===== config.mk =====
export PLATFORM = sky130hd
export DESIGN_NAME = scope_trigger_top
export DESIGN_NICKNAME = d
export VERILOG_FILES = /design/src/common/scope_pkg.sv /design/src/design/scope_trigger_top.sv /design/src/trigger_engine/trigger_engine.sv /design/src/design/axil_register_bank.sv
export SDC_FILE = /design/constraint.sdc
export NUM_CORES = 1
export LEC_CHECK = 0
export ABC_AREA = 0
export BUFFER_PORTS_ARGS = -buffer_cell sky130_fd_sc_hd__buf_4
export CAP_MARGIN = 40
export CORE_MARGIN = 2
export CORE_UTILIZATION = 49
export CTS_CLUSTER_SIZE = 25
export DETAILED_ROUTE_END_ITERATION = 12
export PLACE_DENSITY_LB_ADDON = 0.05
export SETUP_SLACK_MARGIN = 0.2
export SLEW_MARGIN = 20
export SYNTH_ARGS = -nofsm -noshare
export SYNTH_HDL_FRONTEND = slang
export SYNTH_SLANG_ARGS = --single-unit

===== constraint.sdc =====
create_clock -name clock -period 3.1 [get_ports clock]
set_input_delay 0.155 -clock clock [delete_from_list [all_inputs] [get_ports clock]]
set_output_delay 0.155 -clock clock [all_outputs]
set_load 0.02 [all_outputs]

===== src/common/scope_pkg.sv =====
// Scope trigger package with the register map, mode and state encodings and data widths
`default_nettype none

package scope_pkg;

    // Width of one ADC sample word on every channel
    parameter int sample_width = 32;

    // Eight 32-bit registers fit in a 5-bit byte address
    parameter int axil_addr_width = 5;

    // Byte offsets of the control registers
    parameter logic [axil_addr_width-1:0] reg_trigger_mode   = 5'h00;
    parameter logic [axil_addr_width-1:0] reg_trigger_level  = 5'h04;
    parameter logic [axil_addr_width-1:0] reg_dma_addr_low   = 5'h08;
    parameter logic [axil_addr_width-1:0] reg_dma_addr_high  = 5'h0C;
    parameter logic [axil_addr_width-1:0] reg_channel_select = 5'h10;
    parameter logic [axil_addr_width-1:0] reg_trigger_point  = 5'h14;
    parameter logic [axil_addr_width-1:0] reg_acq_mode       = 5'h18;
    // Writes here rearm the engine, reads return its state
    parameter logic [axil_addr_width-1:0] reg_rearm          = 5'h1C;

    // Kind of level crossing that fires the trigger
    // The unused fourth code never fires
    typedef enum logic [1:0] {
        trig_rising  = 2'd0,
        trig_falling = 2'd1,
        trig_both    = 2'd2
    } trigger_mode_t;

    // Acquisition mode, the unused fourth code acts as continuous
    typedef enum logic [1:0] {
        acq_continuous = 2'd0,
        acq_single     = 2'd1,
        acq_free_run   = 2'd2
    } acq_mode_t;

    // Engine state as seen by software at reg_rearm
    typedef enum logic [1:0] {
        st_wait_fill = 2'd0,
        st_run       = 2'd1,
        st_stop      = 2'd2,
        st_free_run  = 2'd3
    } trig_state_t;

endpackage

`default_nettype wire

===== src/design/scope_trigger_top.sv =====
// Scope trigger top joining the AXI4-Lite register bank to the trigger engine
`timescale 1ns/10ps
`default_nettype none

module scope_trigger_top #(
    parameter int n_channels   = 6,
    parameter int memory_depth = 1023
) (
    input  logic                                                 clock,
    input  logic                                                 rst,
    // AXI4-Lite slave
    input  logic [scope_pkg::axil_addr_width-1:0]                s_awaddr,
    input  logic                                                 s_awvalid,
    output logic                                                 s_awready,
    input  logic [31:0]                                          s_wdata,
    input  logic [3:0]                                           s_wstrb,
    input  logic                                                 s_wvalid,
    output logic                                                 s_wready,
    output logic [1:0]                                           s_bresp,
    output logic                                                 s_bvalid,
    input  logic                                                 s_bready,
    input  logic [scope_pkg::axil_addr_width-1:0]                s_araddr,
    input  logic                                                 s_arvalid,
    output logic                                                 s_arready,
    output logic [31:0]                                          s_rdata,
    output logic [1:0]                                           s_rresp,
    output logic                                                 s_rvalid,
    input  logic                                                 s_rready,
    // Sample streams
    input  logic [n_channels-1:0][scope_pkg::sample_width-1:0]   ch_data,
    input  logic [n_channels-1:0]                                ch_valid,
    // Trigger and settings for the capture memory and DMA mover
    output logic                                                 trigger_out,
    output logic [15:0]                                          trigger_point,
    output logic [63:0]                                          dma_base_addr
);

    import scope_pkg::*;

    trigger_mode_t           trigger_mode;
    logic [sample_width-1:0] trigger_level;
    logic [7:0]              channel_select;
    acq_mode_t               acq_mode;
    logic                    rearm;
    trig_state_t             state;

    axil_register_bank u_regs (
        .clock          (clock),
        .rst            (rst),
        .s_awaddr       (s_awaddr),
        .s_awvalid      (s_awvalid),
        .s_awready      (s_awready),
        .s_wdata        (s_wdata),
        .s_wstrb        (s_wstrb),
        .s_wvalid       (s_wvalid),
        .s_wready       (s_wready),
        .s_bresp        (s_bresp),
        .s_bvalid       (s_bvalid),
        .s_bready       (s_bready),
        .s_araddr       (s_araddr),
        .s_arvalid      (s_arvalid),
        .s_arready      (s_arready),
        .s_rdata        (s_rdata),
        .s_rresp        (s_rresp),
        .s_rvalid       (s_rvalid),
        .s_rready       (s_rready),
        .state          (state),
        .trigger_mode   (trigger_mode),
        .trigger_level  (trigger_level),
        .dma_base_addr  (dma_base_addr),
        .channel_select (channel_select),
        .trigger_point  (trigger_point),
        .acq_mode       (acq_mode),
        .rearm          (rearm)
    );

    trigger_engine #(
        .n_channels   (n_channels),
        .memory_depth (memory_depth)
    ) u_engine (
        .clock          (clock),
        .rst            (rst),
        .ch_data        (ch_data),
        .ch_valid       (ch_valid),
        .trigger_mode   (trigger_mode),
        .trigger_level  (trigger_level),
        .channel_select (channel_select),
        .acq_mode       (acq_mode),
        .rearm          (rearm),
        .trigger_out    (trigger_out),
        .state          (state)
    );

endmodule

`default_nettype wire


===== src/trigger_engine/trigger_engine.sv =====
// Trigger engine with channel selection, level-crossing detection and acquisition FSM
`timescale 1ns/10ps
`default_nettype none

module trigger_engine #(
    parameter int n_channels   = 6,
    parameter int memory_depth = 1023
) (
    input  logic                                                 clock,
    input  logic                                                 rst,
    // Free-running sample streams, the ADCs cannot be stalled
    input  logic [n_channels-1:0][scope_pkg::sample_width-1:0]   ch_data,
    input  logic [n_channels-1:0]                                ch_valid,
    // Configuration from the register bank
    input  scope_pkg::trigger_mode_t                             trigger_mode,
    input  logic [scope_pkg::sample_width-1:0]                   trigger_level,
    input  logic [7:0]                                           channel_select,
    input  scope_pkg::acq_mode_t                                 acq_mode,
    input  logic                                                 rearm,
    output logic                                                 trigger_out,
    output scope_pkg::trig_state_t                               state
);

    import scope_pkg::*;

    localparam int fill_width = $clog2(memory_depth + 1);

    logic [sample_width-1:0] sel_data;
    logic                    sel_valid;
    logic [sample_width-1:0] prev_sample;
    logic                    rising;
    logic                    falling;
    logic                    hit;
    logic [fill_width-1:0]   fill_cnt;

    // Channel multiplexer, an out-of-range select matches no channel
    always_comb begin
        sel_data  = '0;
        sel_valid = 1'b0;
        for (int i = 0; i < n_channels; i++) begin
            if (channel_select == 8'(i)) begin
                sel_data  = ch_data[i];
                sel_valid = ch_valid[i];
            end
        end
    end

    // Last valid sample of the selected channel
    // It starts from zero, so the first sample is compared against ground
    always_ff @(posedge clock) begin
        if (rst) begin
            prev_sample <= '0;
        end else if (sel_valid) begin
            prev_sample <= sel_data;
        end
    end

    // Unsigned crossings, the level itself counts as reached
    assign rising  = (sel_data >= trigger_level) && (prev_sample < trigger_level);
    assign falling = (sel_data <= trigger_level) && (prev_sample > trigger_level);

    always_comb begin
        case (trigger_mode)
            trig_rising:  hit = rising;
            trig_falling: hit = falling;
            trig_both:    hit = rising || falling;
            default:      hit = 1'b0;
        endcase
    end

    always_ff @(posedge clock) begin
        if (rst) begin
            state       <= st_wait_fill;
            fill_cnt    <= '0;
            trigger_out <= 1'b0;
        end else begin
            case (state)
                // Hold off until the capture memory has been written once
                st_wait_fill: begin
                    if (fill_cnt == fill_width'(memory_depth)) begin
                        state <= st_run;
                    end else begin
                        fill_cnt <= fill_cnt + 1'b1;
                    end
                end
                st_run: begin
                    if (sel_valid) begin
                        trigger_out <= hit;
                    end
                    // Free-run takes priority over any pending single stop
                    if (acq_mode == acq_free_run) begin
                        state <= st_free_run;
                    end else if (acq_mode == acq_single && trigger_out) begin
                        state       <= st_stop;
                        trigger_out <= 1'b0;
                    end
                end
                // Single shot done, wait for software
                st_stop: begin
                    trigger_out <= 1'b0;
                    if (acq_mode == acq_free_run) begin
                        state <= st_free_run;
                    end else if (rearm || acq_mode != acq_single) begin
                        state <= st_run;
                    end
                end
                st_free_run: begin
                    if (acq_mode != acq_free_run) begin
                        state       <= st_run;
                        trigger_out <= 1'b0;
                    end else begin
                        trigger_out <= 1'b1;
                    end
                end
                default: state <= st_wait_fill;
            endcase
        end
    end

    // No trigger may escape before the capture memory is full
    a_no_trig_in_fill: assert property (@(posedge clock) disable iff (rst)
        state == st_wait_fill |-> !trigger_out);

    // A single acquisition fires for one cycle only
    a_single_one_cycle: assert property (@(posedge clock) disable iff (rst)
        acq_mode == acq_single && trigger_out |=> !trigger_out);

endmodule

`default_nettype wire


===== src/design/axil_register_bank.sv =====
// AXI4-Lite register bank holding the trigger configuration and the rearm strobe
`timescale 1ns/10ps
`default_nettype none

module axil_register_bank (
    input  logic                                   clock,
    input  logic                                   rst,
    // AXI4-Lite write channels
    input  logic [scope_pkg::axil_addr_width-1:0]  s_awaddr,
    input  logic                                   s_awvalid,
    output logic                                   s_awready,
    input  logic [31:0]                            s_wdata,
    input  logic [3:0]                             s_wstrb,
    input  logic                                   s_wvalid,
    output logic                                   s_wready,
    output logic [1:0]                             s_bresp,
    output logic                                   s_bvalid,
    input  logic                                   s_bready,
    // AXI4-Lite read channels
    input  logic [scope_pkg::axil_addr_width-1:0]  s_araddr,
    input  logic                                   s_arvalid,
    output logic                                   s_arready,
    output logic [31:0]                            s_rdata,
    output logic [1:0]                             s_rresp,
    output logic                                   s_rvalid,
    input  logic                                   s_rready,
    // Engine state read back at the rearm offset
    input  scope_pkg::trig_state_t                 state,
    // Configuration outputs
    output scope_pkg::trigger_mode_t               trigger_mode,
    output logic [scope_pkg::sample_width-1:0]     trigger_level,
    output logic [63:0]                            dma_base_addr,
    output logic [7:0]                             channel_select,
    output logic [15:0]                            trigger_point,
    output scope_pkg::acq_mode_t                   acq_mode,
    output logic                                   rearm
);

    import scope_pkg::*;

    // Seven stored registers, word index taken from address bits 4:2
    logic [31:0] regs [0:6];

    logic        wr_fire;
    logic        wr_is_rearm;
    logic [2:0]  wr_index;
    logic        rd_fire;
    logic [31:0] rd_word;

    // Address and data are accepted together, and only with no response pending
    assign wr_fire     = s_awvalid && s_wvalid && !s_bvalid;
    assign s_awready   = wr_fire;
    assign s_wready    = wr_fire;
    assign wr_index    = s_awaddr[4:2];
    assign wr_is_rearm = {s_awaddr[4:2], 2'b00} == reg_rearm;

    // Every access completes with OKAY
    assign s_bresp = 2'b00;
    assign s_rresp = 2'b00;

    always_ff @(posedge clock) begin
        if (rst) begin
            for (int i = 0; i < 7; i++) begin
                regs[i] <= '0;
            end
            s_bvalid <= 1'b0;
            rearm    <= 1'b0;
        end else begin
            // Rearm is a single pulse on the cycle after the write is taken
            rearm <= wr_fire && wr_is_rearm;
            if (wr_fire) begin
                s_bvalid <= 1'b1;
            end else if (s_bready) begin
                s_bvalid <= 1'b0;
            end
            // The rearm offset has no storage behind it
            if (wr_fire && !wr_is_rearm) begin
                for (int b = 0; b < 4; b++) begin
                    if (s_wstrb[b]) begin
                        regs[wr_index][8*b +: 8] <= s_wdata[8*b +: 8];
                    end
                end
            end
        end
    end

    // One read outstanding at a time
    assign s_arready = !s_rvalid;
    assign rd_fire   = s_arvalid && s_arready;

    always_comb begin
        case ({s_araddr[4:2], 2'b00})
            reg_trigger_mode:   rd_word = regs[0];
            reg_trigger_level:  rd_word = regs[1];
            reg_dma_addr_low:   rd_word = regs[2];
            reg_dma_addr_high:  rd_word = regs[3];
            reg_channel_select: rd_word = regs[4];
            reg_trigger_point:  rd_word = regs[5];
            reg_acq_mode:       rd_word = regs[6];
            reg_rearm:          rd_word = {30'd0, state};
            default:            rd_word = '0;
        endcase
    end

    always_ff @(posedge clock) begin
        if (rst) begin
            s_rvalid <= 1'b0;
        end else if (rd_fire) begin
            s_rvalid <= 1'b1;
        end else if (s_rready) begin
            s_rvalid <= 1'b0;
        end
    end

    // Read data is captured once and then held with rvalid
    always_ff @(posedge clock) begin
        if (rd_fire) begin
            s_rdata <= rd_word;
        end
    end

    // Register fields out to the engine and the capture blocks
    assign trigger_mode   = trigger_mode_t'(regs[0][1:0]);
    assign trigger_level  = regs[1];
    assign dma_base_addr  = {regs[3], regs[2]};
    assign channel_select = regs[4][7:0];
    assign trigger_point  = regs[5][15:0];
    assign acq_mode       = acq_mode_t'(regs[6][1:0]);

    // A response must wait for its ready before it drops
    a_bvalid_hold: assert property (@(posedge clock) disable iff (rst)
        s_bvalid && !s_bready |=> s_bvalid);
    a_rvalid_hold: assert property (@(posedge clock) disable iff (rst)
        s_rvalid && !s_rready |=> s_rvalid && $stable(s_rdata));

endmodule

`default_nettype wire


-- Word-level counts from Yosys, hierarchy flattened
Memories as Yosys holds them, arrays and structs flattened.
Cells that the tools add are included.
- bits in registers: 80
- bits in latches: 0
- bits in writable memories: 224
- bits in read-only memories: 0
- bits of input ports: 251
- output and inout port bits: 122
- memories: 1
- $add $sub $neg: 1
- multiply operators: 0
- divide/modulo/power cells: 0
- $lt $le $gt $ge: 4
- equal/unequal tests: 27
- shift-type cells: 0
- mux-type cells: 51
- bitwise operators: 1
- reductions and logical operators: 23
- memory list (name ; depth ; bits a word ; read ports ; clocked after Yosys merged registers in ; wr ports ; RTL line ; text):
    u_regs.regs ; 7 ; 32 ; 7 ; 0 ; 7 ; axil_register_bank.sv:42 ; logic [31:0] regs [0:6];
- operator list (kind ; number):
    $pmux W32 S8 ; 1
    $mux W32 ; 7
    $ge A32 B32 Y1 ; 1
    $gt A32 B32 Y1 ; 1
    $le A32 B32 Y1 ; 1
    $lt A32 B32 Y1 ; 1
    $mux W1 ; 32
    $reduce_or A32 Y1 ; 1
    $eq A8 B2 Y1 const B ; 2
    $eq A8 B3 Y1 const B ; 2
    $eq A3 B3 Y1 const B ; 5
    $mux W2 ; 6
    $add A10 B1 Y10 const B ; 1
    $eq A10 B10 Y1 const B ; 1
    $eq A2 B2 Y1 const B ; 4
    $eq A8 B1 Y1 const B ; 1
    $logic_and A1 B1 Y1 ; 8
    $logic_not A8 Y1 ; 1
    $pmux W2 S4 ; 1
    $eq A2 B1 Y1 const B ; 3
    $eq A3 B2 Y1 const B ; 2
    $ne A2 B1 Y1 const B ; 3
    $ne A3 B1 Y1 const B ; 2
    $pmux W1 S3 ; 2
    13 further kinds ; 18

-- Logic depth before layout (Yosys ltp)
Gate-level depths: netlist (run 1).
An unclocked memory read counts as a cell.
- depth after elaboration: 16
- depth in mapped cells: 15

-- By module
From an unflattened synthesis (run 1), not the netlist that was laid out.
- cell total of the unflattened synthesis: 1503
- area, all modules: 16368.2 um^2
- by module, submodules not included (module ; instances ; cells an instance ; area an instance (um^2)):
    axil_register_bank ; 1 ; 909 ; 11529.8
    trigger_engine ; 1 ; 594 ; 4838.4

-- Worst setup path after synthesis (run 1)
OpenSTA, ideal clock, no wires.
- kind: reg2reg
- start: memory u_regs.regs[4][0]
- end: register u_engine.trigger_out
- library setup time: 116 ps
- arrival time: 3241 ps
- slack: -257 ps
- stages on the path, launching flop included: 15
- path through: edfxtp_1 > buf_4 > buf_2 > mux4_2 > and3_1 > a21oi_1 > nand2_1 > ha_1 > nand4_1 > or4_1 > a21oi_1 > a2111oi_0 > o221ai_1 > xnor2_1 > o211a_1
- RTL lines (item ; RTL line ; text):
    from (decl) ; axil_register_bank.sv:42 ;
    to (signal assigned) ; trigger_engine.sv:88 ; trigger_out <= hit;
    to (decl) ; trigger_engine.sv:20 ; output logic trigger_out,

==> run metrics, run 1 <==
CTS buffer count 30; Internal 7.491 mW; Netlist Area Pre-Place between 15000 and 20000 sq um; Slew Viols, Final 0; Final HPWL DP approximately 40000 um; latest clock arrival within the worst-skew pair 0.56 ns; crit end category flop; GRT Util Overall 30.24%; Congestion Overflow GR 0; die extent in x between 150 and 200 um; critical-path cell with the highest stage delay mux4_2; #FFs+latches synth between 300 and 400; critical path's top delay family simple AND/OR/NAND/NOR gates; Final min period about 3.5 ns; Cell Count, Final, Fillers Out ~2.4k; hold depth 3; CP endpoint u_engine.trigger_out; Worst Reg2Reg Path Length in Cells 15; Tot Pwr approximately 9.9 mW; core area approximately 32000 sq um; final worst setup slack -0.3708 ns; Reg clk slew, reported paths 0.06 ns; Peak VDD IR roughly 460 uV; largest net degree at the start of global routing between 50 and 60; critical path depth 15; first-pass GRT wire length between 70000 and 80000 um; full die area between 30000 and 40000 sq um; CTS tree built; Critical R2R Capture u_engine.trigger_out; share of cells above drive strength 1 between 30% and 40%; Layout area overhead 32.03%; initial antenna violation count 3; clk buf depth 3; IO buf count around 360; Switch Pwr roughly 2.4 mW; violated checks setup timing; CP Cell Sequence buf_6, buf_12, buf_12, buf_12, mux4_2, and3_1, a21oi_1, nand2_1, ha_4, and4_4, nand4_1, or3_4, buf_4, o31ai_1, o211a_1; post-synthesis sequential area ratio between 50% and 60%; Rel. slew slack between 60% and 70%; 1st-iter DRT viols a little under 1k; clock sink count 304; Final Setup Violations 1; final core utilization between 60% and 70%; type of the tightest min-delay check input pin to flop; Switching Share between 20% and 30%; Mapped Cells 1547; Pre-Repair DR Iteration Count 7; Post-DP Area between 15000 and 20000 sq um; Post-synth top flop edfxtp_1; final instance area 21240 sq um; post-detailed-route count of antenna-violating nets 0; Fmax achieved 288.1 MHz; # placed instances between 2k and 2.5k; status complete, but fails checks; worst slew pin tran between 0.5 and 0.6 ns; max incr delay on CP roughly 0.41 ns; Clock Skew around 0.011 ns; Layout Nets 2295; CP Max Fanout 6; count of cell types in the netlist 65; CTS H-tree depth 1; vias in the first global route roughly 13k; clock network fraction of total power 38.7%; Die Y-Extent 185.2 um; period utilisation layout 112.0%; warnings from Yosys 0; row count 66; critical path arrival 3.97 ns; crit path from u_regs.regs[4][0]; vias per inst between 5 and 6; Reg power frac 46.7%; CP Class flop to flop; max-cap violation count 0; Final Hold Viols 0; Post-synth ARST share 0%; CP bufs+invs 5; DRC viols 0; DR vias 13.57k; P_leak about 9.2 nW; Critical Path RT approximately 3.6 ns; Comb pwr share between 10% and 20%; Routed WL between 50000 and 60000 um; Starting Density between 40% and 50%; clk root buf clkbuf_16; setup_tns -0.3708 ns; routability-driven placement congestion ratio 1.004; CP Launch Type flop; Pwr Density about 470 nW/um^2; mean post-synth cell area 10.40 sq um; number of synthesized flops with an enable pin between 200 and 250; CP dominant cell by count buf_12; FF-to-FF Start u_regs.regs[4][0]; WL per Instance roughly 22 um; Ports approximately 370; reg2reg setup slack -0.37 ns; RSZ-0062 raised after global routing yes
[per-stage QoR]
step	hold WS, ns	worst slack (ns)
after floorplan	0.2551	-0.04184
after global placement	0.3432	-0.3350
after detailed placement	0.3509	-0.4025
after CTS	0.0008938	-0.2985
after global routing	0.03488	-0.5154
final	0.008860	-0.3708
[metal layers]
metal	part of all wire (%)	wire length, um	vias up	track usage, %
li1	-	-	6350	-
met1	40	21360	6557	39.19
met2	49	26320	584	52.57
met3	7.1	3784	78	3.460
met4	3.3	1751	0	10.67
met5	0	0	-	0
[power groups by stage]
stage                     sequential (mW)  clock [mW]  combinational, mW
after CTS                            4.62        3.87               1.43
after global placement               4.70           0               1.38
final                                4.62        3.82               1.45
after global routing                 4.63        4.02               1.55
after detailed placement             4.71           0               1.39
after floorplan                      4.75           0              0.672
[how the worst min path moves through the flow]
| stage | startpoint | endpoint |
|---|---|---|
| global placement | s_rready | u_regs.s_rvalid |
| detailed placement | s_rready | u_regs.s_rvalid |
| CTS | s_wdata[9] | u_regs.regs[5][9] |
| finish | s_wdata[14] | u_regs.regs[5][14] |
| global route | ch_data[177] | u_engine.prev_sample[17] |
| floorplan | s_rready | u_regs.s_rvalid |
[cell usage after synthesis, types with 2 or more instances]
library cell / count / share of area, %
a21o_1: 8 / 0.37
and3b_1: 2 / 0.11
a2111oi_0: 2 / 0.11
nor2_1: 325 / 7.6
nor4b_1: 2 / 0.11
inv_1: 82 / 1.9
xor2_1: 3 / 0.16
and4_1: 4 / 0.22
nor3_1: 37 / 1.2
o31ai_1: 2 / 0.093
nand2_1: 136 / 3.2
dfxtp_1: 80 / 10
o21a_1: 4 / 0.19
a221o_1: 4 / 0.25
nand4_1: 14 / 0.54
buf_1: 2 / 0.047
clkbuf_1: 52 / 1.2
ha_1: 70 / 5.4
mux2_2: 3 / 0.21
nand2_2: 8 / 0.31
nor2b_1: 7 / 0.27
buf_2: 25 / 0.78
buf_4: 22 / 1.0
nor3b_4: 2 / 0.23
o211ai_1: 10 / 0.47
and3_1: 35 / 1.4
o22ai_1: 13 / 0.51
nor2_4: 4 / 0.28
nand3_1: 10 / 0.31
a221oi_1: 6 / 0.33
a22o_1: 13 / 0.71
o221a_2: 8 / 0.56
edfxtp_1: 224 / 42
xnor2_1: 3 / 0.16
o21ai_0: 15 / 0.47
nand2b_1: 25 / 0.97
a21oi_1: 134 / 4.2
or3_1: 6 / 0.23
mux2i_1: 73 / 4.5
a211oi_1: 6 / 0.28
mux4_2: 42 / 5.9
[worst reg2reg max path, stage by stage, from the launching register on]
cell and delay, ns:
edfxtp_1 0.40, buf_6 0.14, buf_12 0.13, buf_12 0.14, buf_12 0.13, mux4_2 0.42
and3_1 0.19, a21oi_1 0.12, nand2_1 0.13, ha_4 0.30, and4_4 0.22, nand4_1 0.13
or3_4 0.40, buf_4 0.14, o31ai_1 0.25, o211a_1 0.18
[cell families after synthesis]
family	share of synthesized area [%]
compound gates	9.179
other cells	0.02331
xor+xnor	0.3268
fa+ha+maj	5.445
flops	51.77
simple gates	17.62
buf+inv	5.002
mux	10.63
[area by class of cell]
class                   instances  area (sq um)
repair buffers                493          3884
flip-flops and latches        304          8328
multi-input cells            1062          7122
inverters                      83         311.5
diodes                          3         7.507
clock buffers                  41         833.3
well taps                     442         553.0
clock inverters                14         198.9
fillers                      2667         11220
[state kept, by name, indices dropped and copies added (netlist names)]
name                  cells
u_regs.s_bvalid           1
u_regs.s_rdata           32
u_engine.prev_sample     32
u_regs.rearm              1
u_regs.regs             224
u_engine.trigger_out      1
u_engine.state            2
u_regs.s_rvalid           1
u_engine.fill_cnt        10
[placed cells by master (no fill, tap or decap), drive strengths merged, types with 42 or more instances in the layout]
master,count
mux4,42
ha,70
buf,485
edfxtp,224
nand2,144
dfxtp,80
mux2i,73
a21oi,134
inv,82
nor2,330
[what timing repair did]
action / CTS / global route
hold endpoints to repair: 4 / 0
endpoints found under the setup margin: 1 / 1
gates resized for setup: 15 / 11
setup buffers: 16 / 4
hold buffers: 7 / 0
pin swaps: 18 / 9
gates cloned: 2 / 0
Note: power is estimated with default switching activity, not from simulation.
==> run 2, diff against run 1 <==
- CORE_UTILIZATION: 49 -> 50
- SLEW_MARGIN: 20 -> unset
- SYNTH_HIERARCHICAL: unset -> 1
==> run 2 against run 1 <==
The flow still finishes with violations (setup timing). Combinational power about the same. Area after synthesis up 1.8%. Wire length up 1.3%. Hold slack better by 0.035 ns.
==> run metrics, run 2 <==
status complete, but fails checks; violated checks setup timing; final-layout fill cell count roughly 2.6k; ant diodes 0; routability-driven placement congestion ratio 0.9181; crit end category flop; Pwr Density ~480 nW/um^2; Synth area leader edfxtp_1; post-synthesis sequential area ratio between 50% and 60%; clock sink count 304; CTS H-tree depth 2; hold slack roughly 0.044 ns; WL per Instance about 23 um; hold depth 2; latest clock arrival within the worst-skew pair around 0.52 ns; final worst setup slack -0.3333 ns; CP bufs+invs 3; DR vias ~14k; period utilisation layout 110.8%; CTS tree built; Layout Nets roughly 2.2k; biggest regs u_regs/regs x224, u_engine/prev_sample x32, u_regs/s_rdata x32; Synth Area in XOR/XNOR less than 1%; Critical Path RT 3.46 ns; Pre-Repair DR Iteration Count 5; clk root buf clkbuf_16; critical path arrival 3.79 ns; max-cap violation count 0; Netlist Area Pre-Place between 15000 and 20000 sq um; Slew Viols, Final 0; RSZ-0062 raised after global routing yes; Final Hold Viols 0; Synth Area in Compound Gates 12.59%; Final min period 3.433 ns; Final HPWL DP 38860 um; Reg clk slew, reported paths 0.06 ns; type of the tightest min-delay check input pin to flop; max incr delay on CP 0.51 ns; row count 66; Post-Synth Simple-Gate Area a little under a fifth; number of synthesized flops with an enable pin roughly 220; first-pass GRT wire length roughly 80000 um; reg2reg setup slack -0.33 ns; #FFs+latches synth just over 300; post-detailed-route count of antenna-violating nets 0; IO buf count 364; Rel. slew slack 38.51%; GRT Util Overall 30.42%; critical path's top delay family simple AND/OR/NAND/NOR gates; mean post-synth cell area around 11 sq um; initial antenna violation count 0; worst slew pin tran 0.9223 ns; 1st-iter DRT viols ~1.1k; largest register by flop count u_regs/regs; Clock Skew between 0.015 and 0.02 ns; Final Setup Violations 1; mux cell area share after synthesis 6.803%; CP Cell Sequence nor4_4, nand2b_4, buf_4, buf_4, buf_4, nor2_1, ha_1, nand4_1, or3_4, a21oi_1, or4b_4, a211oi_2, xor2_1, a21oi_1, o221ai_1; Tot Pwr 10.33 mW; Post-synth top flop edfxtp_1; CP Max Fanout 3; largest net degree at the start of global routing 65; full die area about 34000 sq um; vias per inst between 5 and 6; critical-path cell with the highest stage delay or4b_4; CTS buffer count 34; Worst Reg2Reg Path Length in Cells 15; share of cells above drive strength 1 ~32%; critical path depth 15; Layout area overhead 31.49%; Peak VDD IR roughly 560 uV; warnings from Yosys 6; Starting Density about half; max reg flops between 200 and 250; Ports ~370; clk buf depth 3; largest family of logic cells by synthesized area simple AND/OR/NAND/NOR gates; Congestion Overflow GR 0; commonest cells after routing, fill and taps aside 445 x buf_4, 224 x edfxtp_1, 134 x nor2_1; commonest non-fill, non-tap cell in the layout buf_4; Post-synth ARST share 0%; core area about 32000 sq um; vias in the first global route approximately 14k; count of cell types in the netlist 68; Routed WL between 50000 and 60000 um; Fmax achieved approximately 290 MHz; DRC viols 0; cell with the most instances after synthesis edfxtp_1; die extent in x roughly 180 um; top cell type's share of synthesized area between 40% and 50%; final core utilization 66.49%; Synth top cells by count 224 x edfxtp_1, 138 x nor2_1, 102 x and2_1; Adder-Cell Fraction of Synth Area roughly 5.3%; P_leak approximately 9 nW; CP Class flop to flop; Mapped Cells between 1.5k and 2k; Synth area leaders edfxtp_1 41%, dfxtp_1 9.8%, ha_1 5.3%; CP dominant cell by count buf_4; Die Y-Extent 184.9 um; CP Launch Type flop
## run 2: changes by cell type after synthesis, moves of 44 or more
cell / previous run / this run
a21oi_1: 134 / 75
a22oi_1: 1 / 60
and2_1: 1 / 102
nand2_1: 136 / 92
nor2_1: 325 / 138
## run 2: final timing paths
| check | startpoint | end |
|---|---|---|
| max | u_regs/regs[4][6] | u_engine/trigger_out |
| min | s_arvalid | u_regs/s_rdata[16] |
| max reg2reg | u_regs/regs[4][6] | u_engine/trigger_out |
| min reg2reg | u_engine/prev_sample[21] | u_engine/prev_sample[21] |
## run 2: worst register-to-register path, stage by stage, from the launching register on
cell and delay, ns:
edfxtp_1 0.43, nor4_4 0.37, nand2b_4 0.13, buf_4 0.15, buf_4 0.12, buf_4 0.14
nor2_1 0.23, ha_1 0.31, nand4_1 0.15, or3_4 0.16, a21oi_1 0.04, or4b_4 0.51
a211oi_2 0.26, xor2_1 0.09, a21oi_1 0.12, o221ai_1 0.10
## run 2: layout make-up
class,count,area [sq um],area share [%]
Tap cell,442,553.0,2.569
Inverter,57,214.0,0.9941
Timing Repair Buffer,488,3842,17.85
Sequential cell,304,8328,38.69
Clock inverter,19,266.5,1.238
Clock buffer,43,915.9,4.255
Multi-Input combinational cell,1023,7403,34.40
## run 2: cells by family (layout without fill, tap and decap cells)
| family | Yosys count | in the layout |
|---|---|---|
| AND/OR/NAND/NOR | 560 | 560 |
| multiplexers | 71 | 71 |
| adder cells (fa/ha/maj) | 69 | 69 |
| XOR/XNOR | 7 | 7 |
| flip-flops | 304 | 304 |
| buffers and inverters | 179 | 607 |
| AO/OA/AOI/OAI | 312 | 312 |
| other | 1 | 4 |
## run 2: power breakdown
part | internal (mW) | switching [mW]
Clock | 2.61 | 1.62
Sequential | 4.56 | 0.111
Combinational | 0.658 | 0.774
## run 2: repair_timing
item                                    in CTS  in global routing
gates cloned                                 0                  3
buffers inserted                             5                  5
endpoints found under the hold margin      106                  0
pin swaps                                    5                 16
resized for setup                           16                 29
hold buffers                                36                  0
endpoints found under the setup margin       1                  1
## run 2: layer usage
layer,GRT usage [%],part of all wire [%],vias up
met3,4.994,8.0,105
met1,37.88,39,6643
met5,0,0,-
met2,53.48,50,674
li1,-,-,6299
met4,10.73,3.4,0
## run 2: through the flow
| step | cell area, sq um | setup WS [ns] | setup TNS [ns] | std cells |
|---|---|---|---|---|
| 6_report | 21520 | -0.3333 | -0.3333 | 2376 |
| 5_1_grt | 21520 | -0.5639 | -0.5639 | 2376 |
| 4_1_cts | 21290 | -0.3245 | -0.3245 | 2368 |
| 3_5_place_dp | 19680 | -0.4962 | -0.4962 | 2265 |
| 3_3_place_gp | 19680 | -0.3645 | -0.3645 | 2265 |
| 2_1_floorplan | 16430 | -0.1420 | -0.1420 | 1506 |
